## src/common/battleship_settings.svh

```systemverilog
// Board, fleet, ship length and report field sizes
`ifndef BATTLESHIP_SETTINGS_SVH
`define BATTLESHIP_SETTINGS_SVH

// Board geometry
`define BOARD_DIM 10
`define COORD_W 4

// Fleet makeup, largest ship first
`define FLEET_SIZE 5
`define SHIP_IDX_W 3
`define SHIP_LEN_W 3
`define SHIP_SIZE_0 5
`define SHIP_SIZE_1 4
`define SHIP_SIZE_2 3
`define SHIP_SIZE_3 3
`define SHIP_SIZE_4 2

// Report word is code, row, column, player, sunk
`define REPORT_W 12

`endif

```

## src/common/battleship_pkg.sv

```systemverilog
// Cell, report-code and controller-state enums, and the ship length lookup
`default_nettype none

`include "battleship_settings.svh"

package battleship_pkg;

    // Contents of one board cell
    typedef enum logic [1:0] {
        CELL_EMPTY = 2'b00,
        CELL_MISS  = 2'b01,
        CELL_HIT   = 2'b10,
        CELL_SHIP  = 2'b11
    } cell_t;

    // Code field at the top of the report word
    typedef enum logic [1:0] {
        REPORT_REJECT = 2'b00,
        REPORT_MISS   = 2'b01,
        REPORT_HIT    = 2'b10,
        REPORT_PLACED = 2'b11
    } report_t;

    typedef enum logic [4:0] {
        ST_IDLE,
        ST_CHECK,
        ST_OVL,
        ST_PUT,
        ST_FETCH,
        ST_SUNK
    } ctrl_state_t;

    // Ship length by fleet index
    function automatic logic [`SHIP_LEN_W-1:0] ship_length(input logic [`SHIP_IDX_W-1:0] idx);
        case (idx)
            `SHIP_IDX_W'(0): return `SHIP_LEN_W'(`SHIP_SIZE_0);
            `SHIP_IDX_W'(1): return `SHIP_LEN_W'(`SHIP_SIZE_1);
            `SHIP_IDX_W'(2): return `SHIP_LEN_W'(`SHIP_SIZE_2);
            `SHIP_IDX_W'(3): return `SHIP_LEN_W'(`SHIP_SIZE_3);
            `SHIP_IDX_W'(4): return `SHIP_LEN_W'(`SHIP_SIZE_4);
            default: return '0;
        endcase
    endfunction

endpackage

`default_nettype wire

```

## src/board/board_mem.sv

```systemverilog
// Board memory for one player, 10x10 cells of two bits each
`timescale 1ns/100ps
`default_nettype none

`include "battleship_settings.svh"

module board_mem
    import battleship_pkg::*;
(
    input  logic                ph1,
    input  logic                reset,
    input  logic                write_enable,
    input  logic [`COORD_W-1:0] row,
    input  logic [`COORD_W-1:0] col,
    input  cell_t               write_data,
    output cell_t               read_data
);

    localparam logic [`COORD_W-1:0] DIM = `COORD_W'(`BOARD_DIM);

    cell_t cells [`BOARD_DIM][`BOARD_DIM];

    always_ff @(posedge ph1)
    begin
        if (reset)
        begin
            for (int r = 0; r < `BOARD_DIM; r++)
                for (int c = 0; c < `BOARD_DIM; c++)
                    cells[r][c] <= CELL_EMPTY;
        end
        else if (write_enable)
            cells[row][col] <= write_data;
    end

    // Off-board addresses read as empty water
    assign read_data = (row < DIM && col < DIM) ? cells[row][col] : CELL_EMPTY;

    a_write_on_board: assert property (@(posedge ph1) disable iff (reset)
        write_enable |-> (row < DIM && col < DIM));

endmodule

`default_nettype wire

```

## src/board/ship_store.sv

```systemverilog
// Ship record memory for one player, start row, start column and direction
`timescale 1ns/100ps
`default_nettype none

`include "battleship_settings.svh"

module ship_store (
    input  logic                   ph1,
    input  logic                   reset,
    input  logic                   write_enable,
    input  logic [`SHIP_IDX_W-1:0] ship_idx,
    input  logic [2*`COORD_W:0]    write_data,
    output logic [2*`COORD_W:0]    read_data
);

    localparam logic [`SHIP_IDX_W-1:0] FLEET = `SHIP_IDX_W'(`FLEET_SIZE);

    // Record layout is {row, col, direction}
    logic [2*`COORD_W:0] recs [`FLEET_SIZE];

    always_ff @(posedge ph1)
    begin
        if (reset)
        begin
            for (int i = 0; i < `FLEET_SIZE; i++)
                recs[i] <= '0;
        end
        else if (write_enable && ship_idx < FLEET)
            recs[ship_idx] <= write_data;
    end

    assign read_data = (ship_idx < FLEET) ? recs[ship_idx] : '0;

endmodule

`default_nettype wire

```

## src/logic/cell_walker.sv

```systemverilog
// Cell walker that steps an address along the cells of one ship
`timescale 1ns/100ps
`default_nettype none

`include "battleship_settings.svh"

module cell_walker
    import battleship_pkg::*;
(
    input  logic                   ph1,
    input  logic                   reset,
    input  logic                   start,
    input  logic                   stop,
    input  logic                   direction,
    input  logic [`COORD_W-1:0]    start_row,
    input  logic [`COORD_W-1:0]    start_col,
    input  logic [`SHIP_LEN_W-1:0] length,
    output logic [`COORD_W-1:0]    cur_row,
    output logic [`COORD_W-1:0]    cur_col,
    output logic                   last,
    output logic                   busy
);

    localparam logic [`COORD_W-1:0] EDGE = `COORD_W'(`BOARD_DIM - 1);

    logic                   dir;
    logic [`SHIP_LEN_W-1:0] remaining;

    assign last = busy && remaining == '0;

    always_ff @(posedge ph1)
    begin
        if (reset)
            busy <= 1'b0;
        else if (start)
            busy <= 1'b1;
        else if (stop || last)
            busy <= 1'b0;
    end

    // --------------------------------------------------
    // Address and count, loaded on start
    // --------------------------------------------------
    always_ff @(posedge ph1)
    begin
        if (start)
        begin
            cur_row   <= start_row;
            cur_col   <= start_col;
            dir       <= direction;
            remaining <= length - 1'b1;
        end
        else if (busy && !last)
        begin
            remaining <= remaining - 1'b1;
            // Horizontal ships extend in column
            if (dir)
                cur_col <= cur_col + 1'b1;
            else
                cur_row <= cur_row + 1'b1;
        end
    end

    a_step_on_board: assert property (@(posedge ph1) disable iff (reset)
        busy && !last |-> (dir ? cur_col < EDGE : cur_row < EDGE));

    a_legal_length: assert property (@(posedge ph1) disable iff (reset)
        start |-> (length != '0 && length <= ship_length('0)));

endmodule

`default_nettype wire

```

## src/logic/game_controller.sv

```systemverilog
// Game FSM with move checks, turn tracking, sunk counting and report generation
`timescale 1ns/100ps
`default_nettype none

`include "battleship_settings.svh"

module game_controller
    import battleship_pkg::*;
(
    input  logic                   ph1,
    input  logic                   reset,
    input  logic                   read,
    input  logic                   player,
    input  logic                   direction,
    input  logic [`COORD_W-1:0]    row,
    input  logic [`COORD_W-1:0]    col,
    input  logic [`COORD_W-1:0]    walk_row,
    input  logic [`COORD_W-1:0]    walk_col,
    input  logic                   walk_last,
    input  logic                   walk_busy,
    input  cell_t                  cell_rd0,
    input  cell_t                  cell_rd1,
    input  logic [2*`COORD_W:0]    ship_rd0,
    input  logic [2*`COORD_W:0]    ship_rd1,
    output logic                   walk_start,
    output logic                   walk_stop,
    output logic                   walk_dir,
    output logic [`SHIP_LEN_W-1:0] walk_len,
    output logic [`COORD_W-1:0]    cell_row,
    output logic [`COORD_W-1:0]    cell_col,
    output logic                   cell_we0,
    output logic                   cell_we1,
    output cell_t                  cell_wd,
    output logic [`SHIP_IDX_W-1:0] ship_idx,
    output logic                   ship_we0,
    output logic                   ship_we1,
    output logic [2*`COORD_W:0]    ship_wd,
    output logic                   use_walker,
    output logic                   data_ready,
    output logic                   game_over,
    output logic [`REPORT_W-1:0]   data_out
);

    localparam logic [`COORD_W-1:0]    DIM       = `COORD_W'(`BOARD_DIM);
    localparam logic [`SHIP_IDX_W-1:0] LAST_SHIP = `SHIP_IDX_W'(`FLEET_SIZE - 1);
    localparam logic [`SHIP_IDX_W-1:0] FLEET     = `SHIP_IDX_W'(`FLEET_SIZE);

    ctrl_state_t state, state_next;

    // Latched move
    logic                   mv_player, mv_dir;
    logic [`COORD_W-1:0]    mv_row, mv_col;

    logic                   placing, turn;
    logic [`SHIP_IDX_W-1:0] next_ship, scan_idx, walk_cnt, total;
    logic [`SHIP_IDX_W-1:0] sunk_cnt [2];

    logic                   target, on_board, move_ok, shot_ok;
    logic                   ship_done, ship_we, put_we, shot_we;
    logic [`COORD_W:0]      ship_end;
    cell_t                  cell_rd_tgt;
    logic [2*`COORD_W:0]    rec;
    logic                   finish, fin_sunk;
    report_t                fin_code;

    // --------------------------------------------------
    // Move checks
    // --------------------------------------------------
    // Board under attention is the mover's while placing, the defender's while shooting
    assign target      = placing ? mv_player : ~mv_player;
    assign cell_rd_tgt = target ? cell_rd1 : cell_rd0;
    assign rec         = target ? ship_rd1 : ship_rd0;

    assign ship_idx = placing ? next_ship : scan_idx;
    assign walk_len = ship_length(ship_idx);
    assign on_board = mv_row < DIM && mv_col < DIM;
    assign ship_end = {1'b0, mv_dir ? mv_col : mv_row}
                    + {{(`COORD_W + 1 - `SHIP_LEN_W){1'b0}}, walk_len};

    assign move_ok = !game_over && mv_player == turn
                   && (placing ? (on_board && ship_end <= {1'b0, DIM}) : on_board);
    assign shot_ok = move_ok && !placing
                   && (cell_rd_tgt == CELL_EMPTY || cell_rd_tgt == CELL_SHIP);

    // Sunk scan moves on at the first intact ship cell or the end of the ship
    assign ship_done = cell_rd_tgt == CELL_SHIP || walk_last;
    assign total     = walk_cnt + {{(`SHIP_IDX_W - 1){1'b0}},
                                   walk_last && cell_rd_tgt != CELL_SHIP};

    // --------------------------------------------------
    // Memory and walker drive
    // --------------------------------------------------
    assign use_walker = state == ST_OVL || state == ST_PUT || state == ST_SUNK;
    assign cell_row   = (state == ST_FETCH) ? rec[2*`COORD_W:`COORD_W+1] : mv_row;
    assign cell_col   = (state == ST_FETCH) ? rec[`COORD_W:1] : mv_col;
    assign walk_dir   = (state == ST_FETCH) ? rec[0] : mv_dir;

    assign walk_start = (state == ST_CHECK && placing && move_ok)
                      || (state == ST_OVL && cell_rd_tgt == CELL_EMPTY && walk_last)
                      || state == ST_FETCH;
    assign walk_stop  = (state == ST_OVL && cell_rd_tgt != CELL_EMPTY)
                      || (state == ST_SUNK && cell_rd_tgt == CELL_SHIP);

    assign put_we   = state == ST_PUT && walk_busy;
    assign shot_we  = state == ST_CHECK && shot_ok;
    assign cell_we0 = (put_we || shot_we) && !target;
    assign cell_we1 = (put_we || shot_we) && target;
    assign cell_wd  = (state == ST_PUT) ? CELL_SHIP
                    : (cell_rd_tgt == CELL_SHIP ? CELL_HIT : CELL_MISS);

    assign ship_we  = state == ST_PUT && walk_last;
    assign ship_we0 = ship_we && !target;
    assign ship_we1 = ship_we && target;
    assign ship_wd  = {mv_row, mv_col, mv_dir};

    // --------------------------------------------------
    // Next state and report
    // --------------------------------------------------
    always_comb
    begin
        state_next = state;
        finish     = 1'b0;
        fin_code   = REPORT_REJECT;
        fin_sunk   = 1'b0;
        case (state)
            ST_IDLE:
                if (read)
                    state_next = ST_CHECK;
            ST_CHECK:
            begin
                if (!move_ok || (!placing && !shot_ok))
                begin
                    state_next = ST_IDLE;
                    finish     = 1'b1;
                end
                else if (placing)
                    state_next = ST_OVL;
                else if (cell_rd_tgt == CELL_SHIP)
                    state_next = ST_FETCH;
                else
                begin
                    state_next = ST_IDLE;
                    finish     = 1'b1;
                    fin_code   = REPORT_MISS;
                end
            end
            ST_OVL:
            begin
                // Overlap with an earlier ship
                if (cell_rd_tgt != CELL_EMPTY)
                begin
                    state_next = ST_IDLE;
                    finish     = 1'b1;
                end
                else if (walk_last)
                    state_next = ST_PUT;
            end
            ST_PUT:
                if (walk_last)
                begin
                    state_next = ST_IDLE;
                    finish     = 1'b1;
                    fin_code   = REPORT_PLACED;
                end
            ST_FETCH:
                state_next = ST_SUNK;
            ST_SUNK:
                if (ship_done && scan_idx == LAST_SHIP)
                begin
                    state_next = ST_IDLE;
                    finish     = 1'b1;
                    fin_code   = REPORT_HIT;
                    fin_sunk   = total > sunk_cnt[target];
                end
                else if (ship_done)
                    state_next = ST_FETCH;
            default:
                state_next = ST_IDLE;
        endcase
    end

    always_ff @(posedge ph1)
    begin
        if (reset)
        begin
            state       <= ST_IDLE;
            data_ready  <= 1'b0;
            game_over   <= 1'b0;
            placing     <= 1'b1;
            turn        <= 1'b0;
            next_ship   <= '0;
            sunk_cnt[0] <= '0;
            sunk_cnt[1] <= '0;
        end
        else
        begin
            state      <= state_next;
            data_ready <= finish;
            if (shot_we)
                turn <= ~turn;
            // Last ship of a player hands placement over, then shooting starts
            if (ship_we && next_ship == LAST_SHIP)
            begin
                next_ship <= '0;
                turn      <= ~turn;
                if (turn)
                    placing <= 1'b0;
            end
            else if (ship_we)
                next_ship <= next_ship + 1'b1;
            if (state == ST_SUNK && finish)
            begin
                sunk_cnt[target] <= total;
                if (total == FLEET)
                    game_over <= 1'b1;
            end
        end
    end

    always_ff @(posedge ph1)
    begin
        if (state == ST_IDLE && read)
        begin
            mv_player <= player;
            mv_dir    <= direction;
            mv_row    <= row;
            mv_col    <= col;
        end
        if (state == ST_CHECK)
        begin
            scan_idx <= '0;
            walk_cnt <= '0;
        end
        else if (state == ST_SUNK && ship_done)
        begin
            scan_idx <= scan_idx + 1'b1;
            walk_cnt <= total;
        end
        if (finish)
            data_out <= {fin_code, mv_row, mv_col, target, fin_sunk};
    end

    a_ready_pulse: assert property (@(posedge ph1) disable iff (reset)
        data_ready |=> !data_ready);

    a_no_write_on_reject: assert property (@(posedge ph1) disable iff (reset)
        finish && fin_code == REPORT_REJECT |-> !(cell_we0 || cell_we1));

    // Placement walks stay on the line of the move
    a_walk_on_line: assert property (@(posedge ph1) disable iff (reset)
        (state == ST_OVL || state == ST_PUT) && walk_busy
            |-> (mv_dir ? walk_row == mv_row : walk_col == mv_col));

endmodule

`default_nettype wire

```

## src/logic/battleship.sv

```systemverilog
// Battleship referee top level with controller, walker and both players' memories
`timescale 1ns/100ps
`default_nettype none

`include "battleship_settings.svh"

module battleship
    import battleship_pkg::*;
(
    input  logic                 ph1,
    input  logic                 reset,
    input  logic                 read,
    input  logic                 player,
    input  logic                 direction,
    input  logic [`COORD_W-1:0]  row,
    input  logic [`COORD_W-1:0]  col,
    output logic                 data_ready,
    output logic                 game_over,
    output logic [`REPORT_W-1:0] data_out
);

    logic [`COORD_W-1:0]    walk_row, walk_col, cell_row, cell_col, mem_row, mem_col;
    logic                   walk_last, walk_busy, walk_start, walk_stop, walk_dir;
    logic [`SHIP_LEN_W-1:0] walk_len;
    logic                   use_walker, cell_we0, cell_we1, ship_we0, ship_we1;
    cell_t                  cell_rd0, cell_rd1, cell_wd;
    logic [`SHIP_IDX_W-1:0] ship_idx;
    logic [2*`COORD_W:0]    ship_rd0, ship_rd1, ship_wd;

    // Board address comes from the walker during walks
    assign mem_row = use_walker ? walk_row : cell_row;
    assign mem_col = use_walker ? walk_col : cell_col;

    game_controller ctrl (
        .ph1(ph1), .reset(reset), .read(read), .player(player),
        .direction(direction), .row(row), .col(col),
        .walk_row(walk_row), .walk_col(walk_col),
        .walk_last(walk_last), .walk_busy(walk_busy),
        .cell_rd0(cell_rd0), .cell_rd1(cell_rd1),
        .ship_rd0(ship_rd0), .ship_rd1(ship_rd1),
        .walk_start(walk_start), .walk_stop(walk_stop),
        .walk_dir(walk_dir), .walk_len(walk_len),
        .cell_row(cell_row), .cell_col(cell_col),
        .cell_we0(cell_we0), .cell_we1(cell_we1), .cell_wd(cell_wd),
        .ship_idx(ship_idx), .ship_we0(ship_we0), .ship_we1(ship_we1),
        .ship_wd(ship_wd), .use_walker(use_walker),
        .data_ready(data_ready), .game_over(game_over), .data_out(data_out)
    );

    cell_walker walker (
        .ph1(ph1), .reset(reset), .start(walk_start), .stop(walk_stop),
        .direction(walk_dir), .start_row(cell_row), .start_col(cell_col),
        .length(walk_len), .cur_row(walk_row), .cur_col(walk_col),
        .last(walk_last), .busy(walk_busy)
    );

    board_mem board0 (
        .ph1(ph1), .reset(reset), .write_enable(cell_we0),
        .row(mem_row), .col(mem_col), .write_data(cell_wd), .read_data(cell_rd0)
    );

    board_mem board1 (
        .ph1(ph1), .reset(reset), .write_enable(cell_we1),
        .row(mem_row), .col(mem_col), .write_data(cell_wd), .read_data(cell_rd1)
    );

    ship_store ships0 (
        .ph1(ph1), .reset(reset), .write_enable(ship_we0),
        .ship_idx(ship_idx), .write_data(ship_wd), .read_data(ship_rd0)
    );

    ship_store ships1 (
        .ph1(ph1), .reset(reset), .write_enable(ship_we1),
        .ship_idx(ship_idx), .write_data(ship_wd), .read_data(ship_rd1)
    );

endmodule

`default_nettype wire

```

## config.mk

```make
export PLATFORM = sky130hd
export DESIGN_NAME = battleship
export DESIGN_NICKNAME = d
export VERILOG_FILES = /design/src/common/battleship_pkg.sv /design/src/board/board_mem.sv /design/src/board/ship_store.sv /design/src/logic/cell_walker.sv /design/src/logic/game_controller.sv /design/src/logic/battleship.sv
export VERILOG_INCLUDE_DIRS = /design/src /design/src/common
export SDC_FILE = /design/constraint.sdc
export NUM_CORES = 1
export LEC_CHECK = 0
export ABC_AREA = 1
export BUFFER_PORTS_ARGS = -buffer_cell sky130_fd_sc_hd__buf_2
export CAP_MARGIN = 15
export CORE_ASPECT_RATIO = 1.1
export CORE_MARGIN = 5
export CORE_UTILIZATION = 41
export CTS_BUF_LIST = sky130_fd_sc_hd__clkbuf_8 sky130_fd_sc_hd__clkbuf_16
export CTS_CLUSTER_DIAMETER = 40
export CTS_CLUSTER_SIZE = 16
export DETAILED_ROUTE_END_ITERATION = 8
export PLACE_DENSITY = 0.64
export SLEW_MARGIN = 40
export SYNTH_ARGS = -nofsm -noshare
export SYNTH_HDL_FRONTEND = slang
export SYNTH_HIERARCHICAL = 1
export SYNTH_SLANG_ARGS = --single-unit
```

## constraint.sdc

```tcl
create_clock -name ph1 -period 7.7 [get_ports ph1]
set_clock_uncertainty 0.1 [all_clocks]
set_input_delay 0.77 -clock ph1 [delete_from_list [all_inputs] [get_ports ph1]]
set_output_delay 0.77 -clock ph1 [all_outputs]
set_load 0.01 [all_outputs]
```

==> impl_metrics.prom <==
# TYPE chip_impl_metric gauge
chip_impl_info{name="critical_path.startpoint_type",value="register"} 1
chip_impl_metric{name="post_synth_instance_area",unit="sq um"} 38000
chip_impl_metric{name="synth.distinct_cells",unit=""} 51
chip_impl_metric{name="seq_area",unit="sq um"} 23600
chip_impl_info{name="synth.largest_area_cell",value="sky130_fd_sc_hd__edfxtp_1"} 1
chip_impl_metric{name="ys_ff_latch",unit=""} 793
chip_impl_metric{name="io_buffer_count",unit=""} 26
chip_impl_metric{name="p_per_area",unit="nW/um^2"} 252
chip_impl_metric{name="final_layout_size_suffix_gt1_share",unit="%"} 8.97
chip_impl_metric{name="synth.yosys.warnings",unit=""} 6
chip_impl_metric{name="area_growth",unit="%"} 14.2
chip_impl_metric{name="clkTransAtPathRegs",unit="ps"} 60
chip_impl_metric{name="avgViaCountPerCell",unit=""} 5.10
chip_impl_info{name="kind_of_end_point_of_the_critical_path",value="register"} 1
chip_impl_metric{name="antenna_left",unit=""} 0
chip_impl_metric{name="grt_start_max_net_pins",unit=""} 101
chip_impl_metric{name="worst_skew_pair_later_pin_latency",unit="ps"} 690
chip_impl_metric{name="gr-usage-all-layers",unit="%"} 19.3
chip_impl_metric{name="cts_made_buffers",unit=""} 108
chip_impl_metric{name="fmaxAchievable",unit="GHz"} 0.140
chip_impl_metric{name="number_of_antenna_violations_at_the_first_check_in_global_routing",unit=""} 0
chip_impl_metric{name="number_of_global_route_vias_before_repair",unit=""} 28100
chip_impl_metric{name="design.die.area",unit="sq um"} 98900
chip_impl_metric{name="global_route_wire_length_before_repair",unit="um"} 152000
chip_impl_metric{name="route.vias.total",unit=""} 28800
chip_impl_metric{name="io_pins",unit=""} 27
chip_impl_info{name="post-synth-top-count-cell",value="sky130_fd_sc_hd__nand2_1"} 1
chip_impl_metric{name="hold_buffers",unit=""} 0
chip_impl_info{name="type_of_the_worst_min_delay_path",value="in -> reg"} 1
chip_impl_metric{name="worst_path_largest_cell_delay",unit="ps"} 600
chip_impl_metric{name="finalHoldViolations",unit=""} 0
chip_impl_metric{name="post_dp_cell_area",unit="sq um"} 39600
chip_impl_info{name="crit_path_slowest_cell",value="sky130_fd_sc_hd__nor2_4"} 1
chip_impl_metric{name="core_area",unit="sq um"} 92400
chip_impl_metric{name="finalWorstPathRequiredPeriod",unit="ps"} 7130
chip_impl_metric{name="die_y",unit="um"} 329
chip_impl_metric{name="overflow_left_after_global_routing",unit=""} 0
chip_impl_metric{name="slew_viol_final",unit=""} 0
chip_impl_metric{name="worst_pin_slew",unit="ps"} 906
chip_impl_metric{name="final_replace_weighted_congestion",unit=""} 0.892
chip_impl_info{name="synth_flop_cell",value="sky130_fd_sc_hd__edfxtp_1"} 1
chip_impl_metric{name="clock_tree.buffer_depth",unit=""} 3
chip_impl_metric{name="worst-endpoint-arrival",unit="ps"} 7370
chip_impl_info{name="dominant_cells_by_area_after_synthesis",value="sky130_fd_sc_hd__edfxtp_1, sky130_fd_sc_hd__nand2_1, sky130_fd_sc_hd__nor2_1"} 1
chip_impl_info{name="clock_tree.root_cell",value="sky130_fd_sc_hd__clkbuf_16"} 1
chip_impl_metric{name="design.final.nets",unit=""} 4342
chip_impl_metric{name="tns",unit="ps"} 0
chip_impl_metric{name="initialDrtViolationCount",unit=""} 2659
chip_impl_metric{name="p_leak",unit="nW"} 18.0
chip_impl_metric{name="fp-row-count",unit=""} 117
chip_impl_metric{name="chipWidth",unit="um"} 300
chip_impl_metric{name="synth.yosys.seq_area_share",unit="%"} 62.2
chip_impl_info{name="cts_tree",value="built"} 1
chip_impl_metric{name="biggest_fanout_along_the_worst_timing_path",unit=""} 21
chip_impl_metric{name="finalInstanceArea",unit="sq um"} 43400
chip_impl_metric{name="netlist.area_leader.share",unit="%"} 61.3
chip_impl_metric{name="post_cts.resized_instances",unit=""} 0
chip_impl_info{name="timing.critical_path.mode_cell",value="sky130_fd_sc_hd__nand2_1"} 1
chip_impl_metric{name="setup_viol",unit=""} 0
chip_impl_metric{name="cap_violations",unit=""} 0
chip_impl_metric{name="post_drt_wl_per_cell",unit="um"} 17.1
chip_impl_metric{name="critical_path_required",unit="ps"} 7940
chip_impl_metric{name="min_period_over_period",unit="%"} 92.6
chip_impl_metric{name="drt-total-wl",unit="um"} 96900
chip_impl_metric{name="clock-sinks",unit=""} 793
chip_impl_metric{name="drt_pass1_iterations",unit=""} 7
chip_impl_info{name="grt_setup_unrepaired",value="no"} 1
chip_impl_metric{name="number_of_antenna_repair_diodes",unit=""} 0
chip_impl_metric{name="dp_hpwl",unit="um"} 61100
chip_impl_metric{name="worst_ir_drop_vdd",unit="V"} 0.000201
chip_impl_metric{name="synth.avg_cell_area",unit="sq um"} 8.87
chip_impl_metric{name="fill_count",unit=""} 8769
chip_impl_metric{name="slew-limit-headroom",unit="%"} 39.6
chip_impl_metric{name="netlist_instances",unit=""} 4288
chip_impl_metric{name="synth-edff-count",unit=""} 776
chip_impl_info{name="worstSetupPathType",value="reg -> reg"} 1
chip_impl_metric{name="floorplan.initialDensity",unit="%"} 41.2
chip_impl_metric{name="asyncSetResetFlopFracSynth",unit="%"} 0
chip_impl_metric{name="drt_drc_violations_left",unit=""} 0
chip_impl_metric{name="multi_input_comb_area",unit="sq um"} 12900
chip_impl_info{name="synth.top_cells.by_count",value="sky130_fd_sc_hd__nand2_1, sky130_fd_sc_hd__edfxtp_1, sky130_fd_sc_hd__nor2_1"} 1
chip_impl_metric{name="ctsHtreeMaxLevel",unit=""} 3
chip_impl_metric{name="post-cts-setup-buffers",unit=""} 0
chip_impl_info{name="outcome",value="complete, no violations"} 1
==> routing by layer <==
| layer | vias up | global-route usage (%) | routed length [um] |
|---|---|---|---|
| met2 | 900 | 33.4 | 48000 |
| li1 | 13900 | - | - |
| met5 | - | 0 | 0 |
| met4 | 0 | 7.63 | 3690 |
| met1 | 13800 | 24.4 | 39600 |
| met3 | 244 | 2.97 | 5690 |
==> sequential cells by signal, indices dropped and copies added (netlist names), 3 cells and up <==
signal / cells
board0/cells: 320
board1/cells: 320
ships0/recs: 48
ships1/recs: 48
ctrl/data_out: 12
ctrl/sunk_cnt: 6
ctrl/mv_col: 4
ctrl/mv_row: 4
walker/cur_col: 4
walker/cur_row: 4
ctrl/next_ship: 3
ctrl/scan_idx: 3
ctrl/state: 3
ctrl/walk_cnt: 3
walker/remaining: 3
==> final timing paths <==
| check | start | endpoint | slack [ps] | depth (start not counted) |
|---|---|---|---|---|
| worst min-delay path | col[3] | ctrl/mv_col[3] | 170 | 1 |
| worst max-delay path | ctrl/placing | board0/cells[15][8] | 570 | 37 |
| worst max register to register | ctrl/placing | board0/cells[15][8] | 570 | 37 |
| worst min register to register | ctrl/scan_idx[0] | ctrl/scan_idx[0] | 390 | 1 |
==> kinds of logic after synthesis <==
kind of cell / Yosys count / synth area share (%)
and+or+nand+nor: 3005 / 31.0
buffers and inverters: 345 / 4.02
muxes: 4 / 0.105
xor gates and xnor gates: 4 / 0.0922
DFF: 793 / 62.2
AOI/OAI and AO/OA: 117 / 1.94
adders and majority gates: 18 / 0.612
other: 2 / 0.0198
==> per-stage QoR <==
step | total power, mW | cells | hold slack [ps] | util (%) | worst slack, ps
2_1_floorplan | 5.55 | 4292 | 347 | - | 1170
3_3_place_gp | 5.85 | 5450 | 367 | 42.9 | 421
3_5_place_dp | 5.86 | 5450 | 383 | 42.9 | 262
4_1_cts | 11.0 | 5653 | 132 | 47.0 | 219
5_1_grt | 11.3 | 5653 | 140 | 47.0 | 7.00
6_report | 10.9 | 5653 | 167 | 47.0 | 568
==> area by class of cell <==
class,instances,share of cell area (%)
clock buffer,112,6.41
clock inverter,91,2.32
inverter,152,1.34
multi-input combinational,3154,29.8
sequential,793,54.5
tap,1249,3.60
timing repair buffer,102,2.05
==> power breakdown <==
part,internal [mW],leakage (nW),switching (mW)
registers,4.83,7.65,0.0433
clock network,3.14,1.85,2.01
logic,0.232,8.54,0.676
==> layout by cell type, fill, tap and decap left out, drive strengths merged, types with 14 or more instances in the layout <==
cell and n:
a21oi 19, a22oi 24, buf 102, bufinv 14
clkbuf 112, clkinv 54, dfxtp 17, edfxtp 776
ha 17, inv 162, nand2 2079, nand3 75
nand4 35, nor2 807, o21ai 50
==> worst max-delay path: cells and delay by family (launching register included) <==
kind,cells,cell delay (ps)
and+or+nand+nor,22,3550
AOI/OAI and AO/OA,7,850
buffers and inverters,7,1430
DFF,1,520
adders and majority gates,1,290
Power figures use the tool's default switching activity.
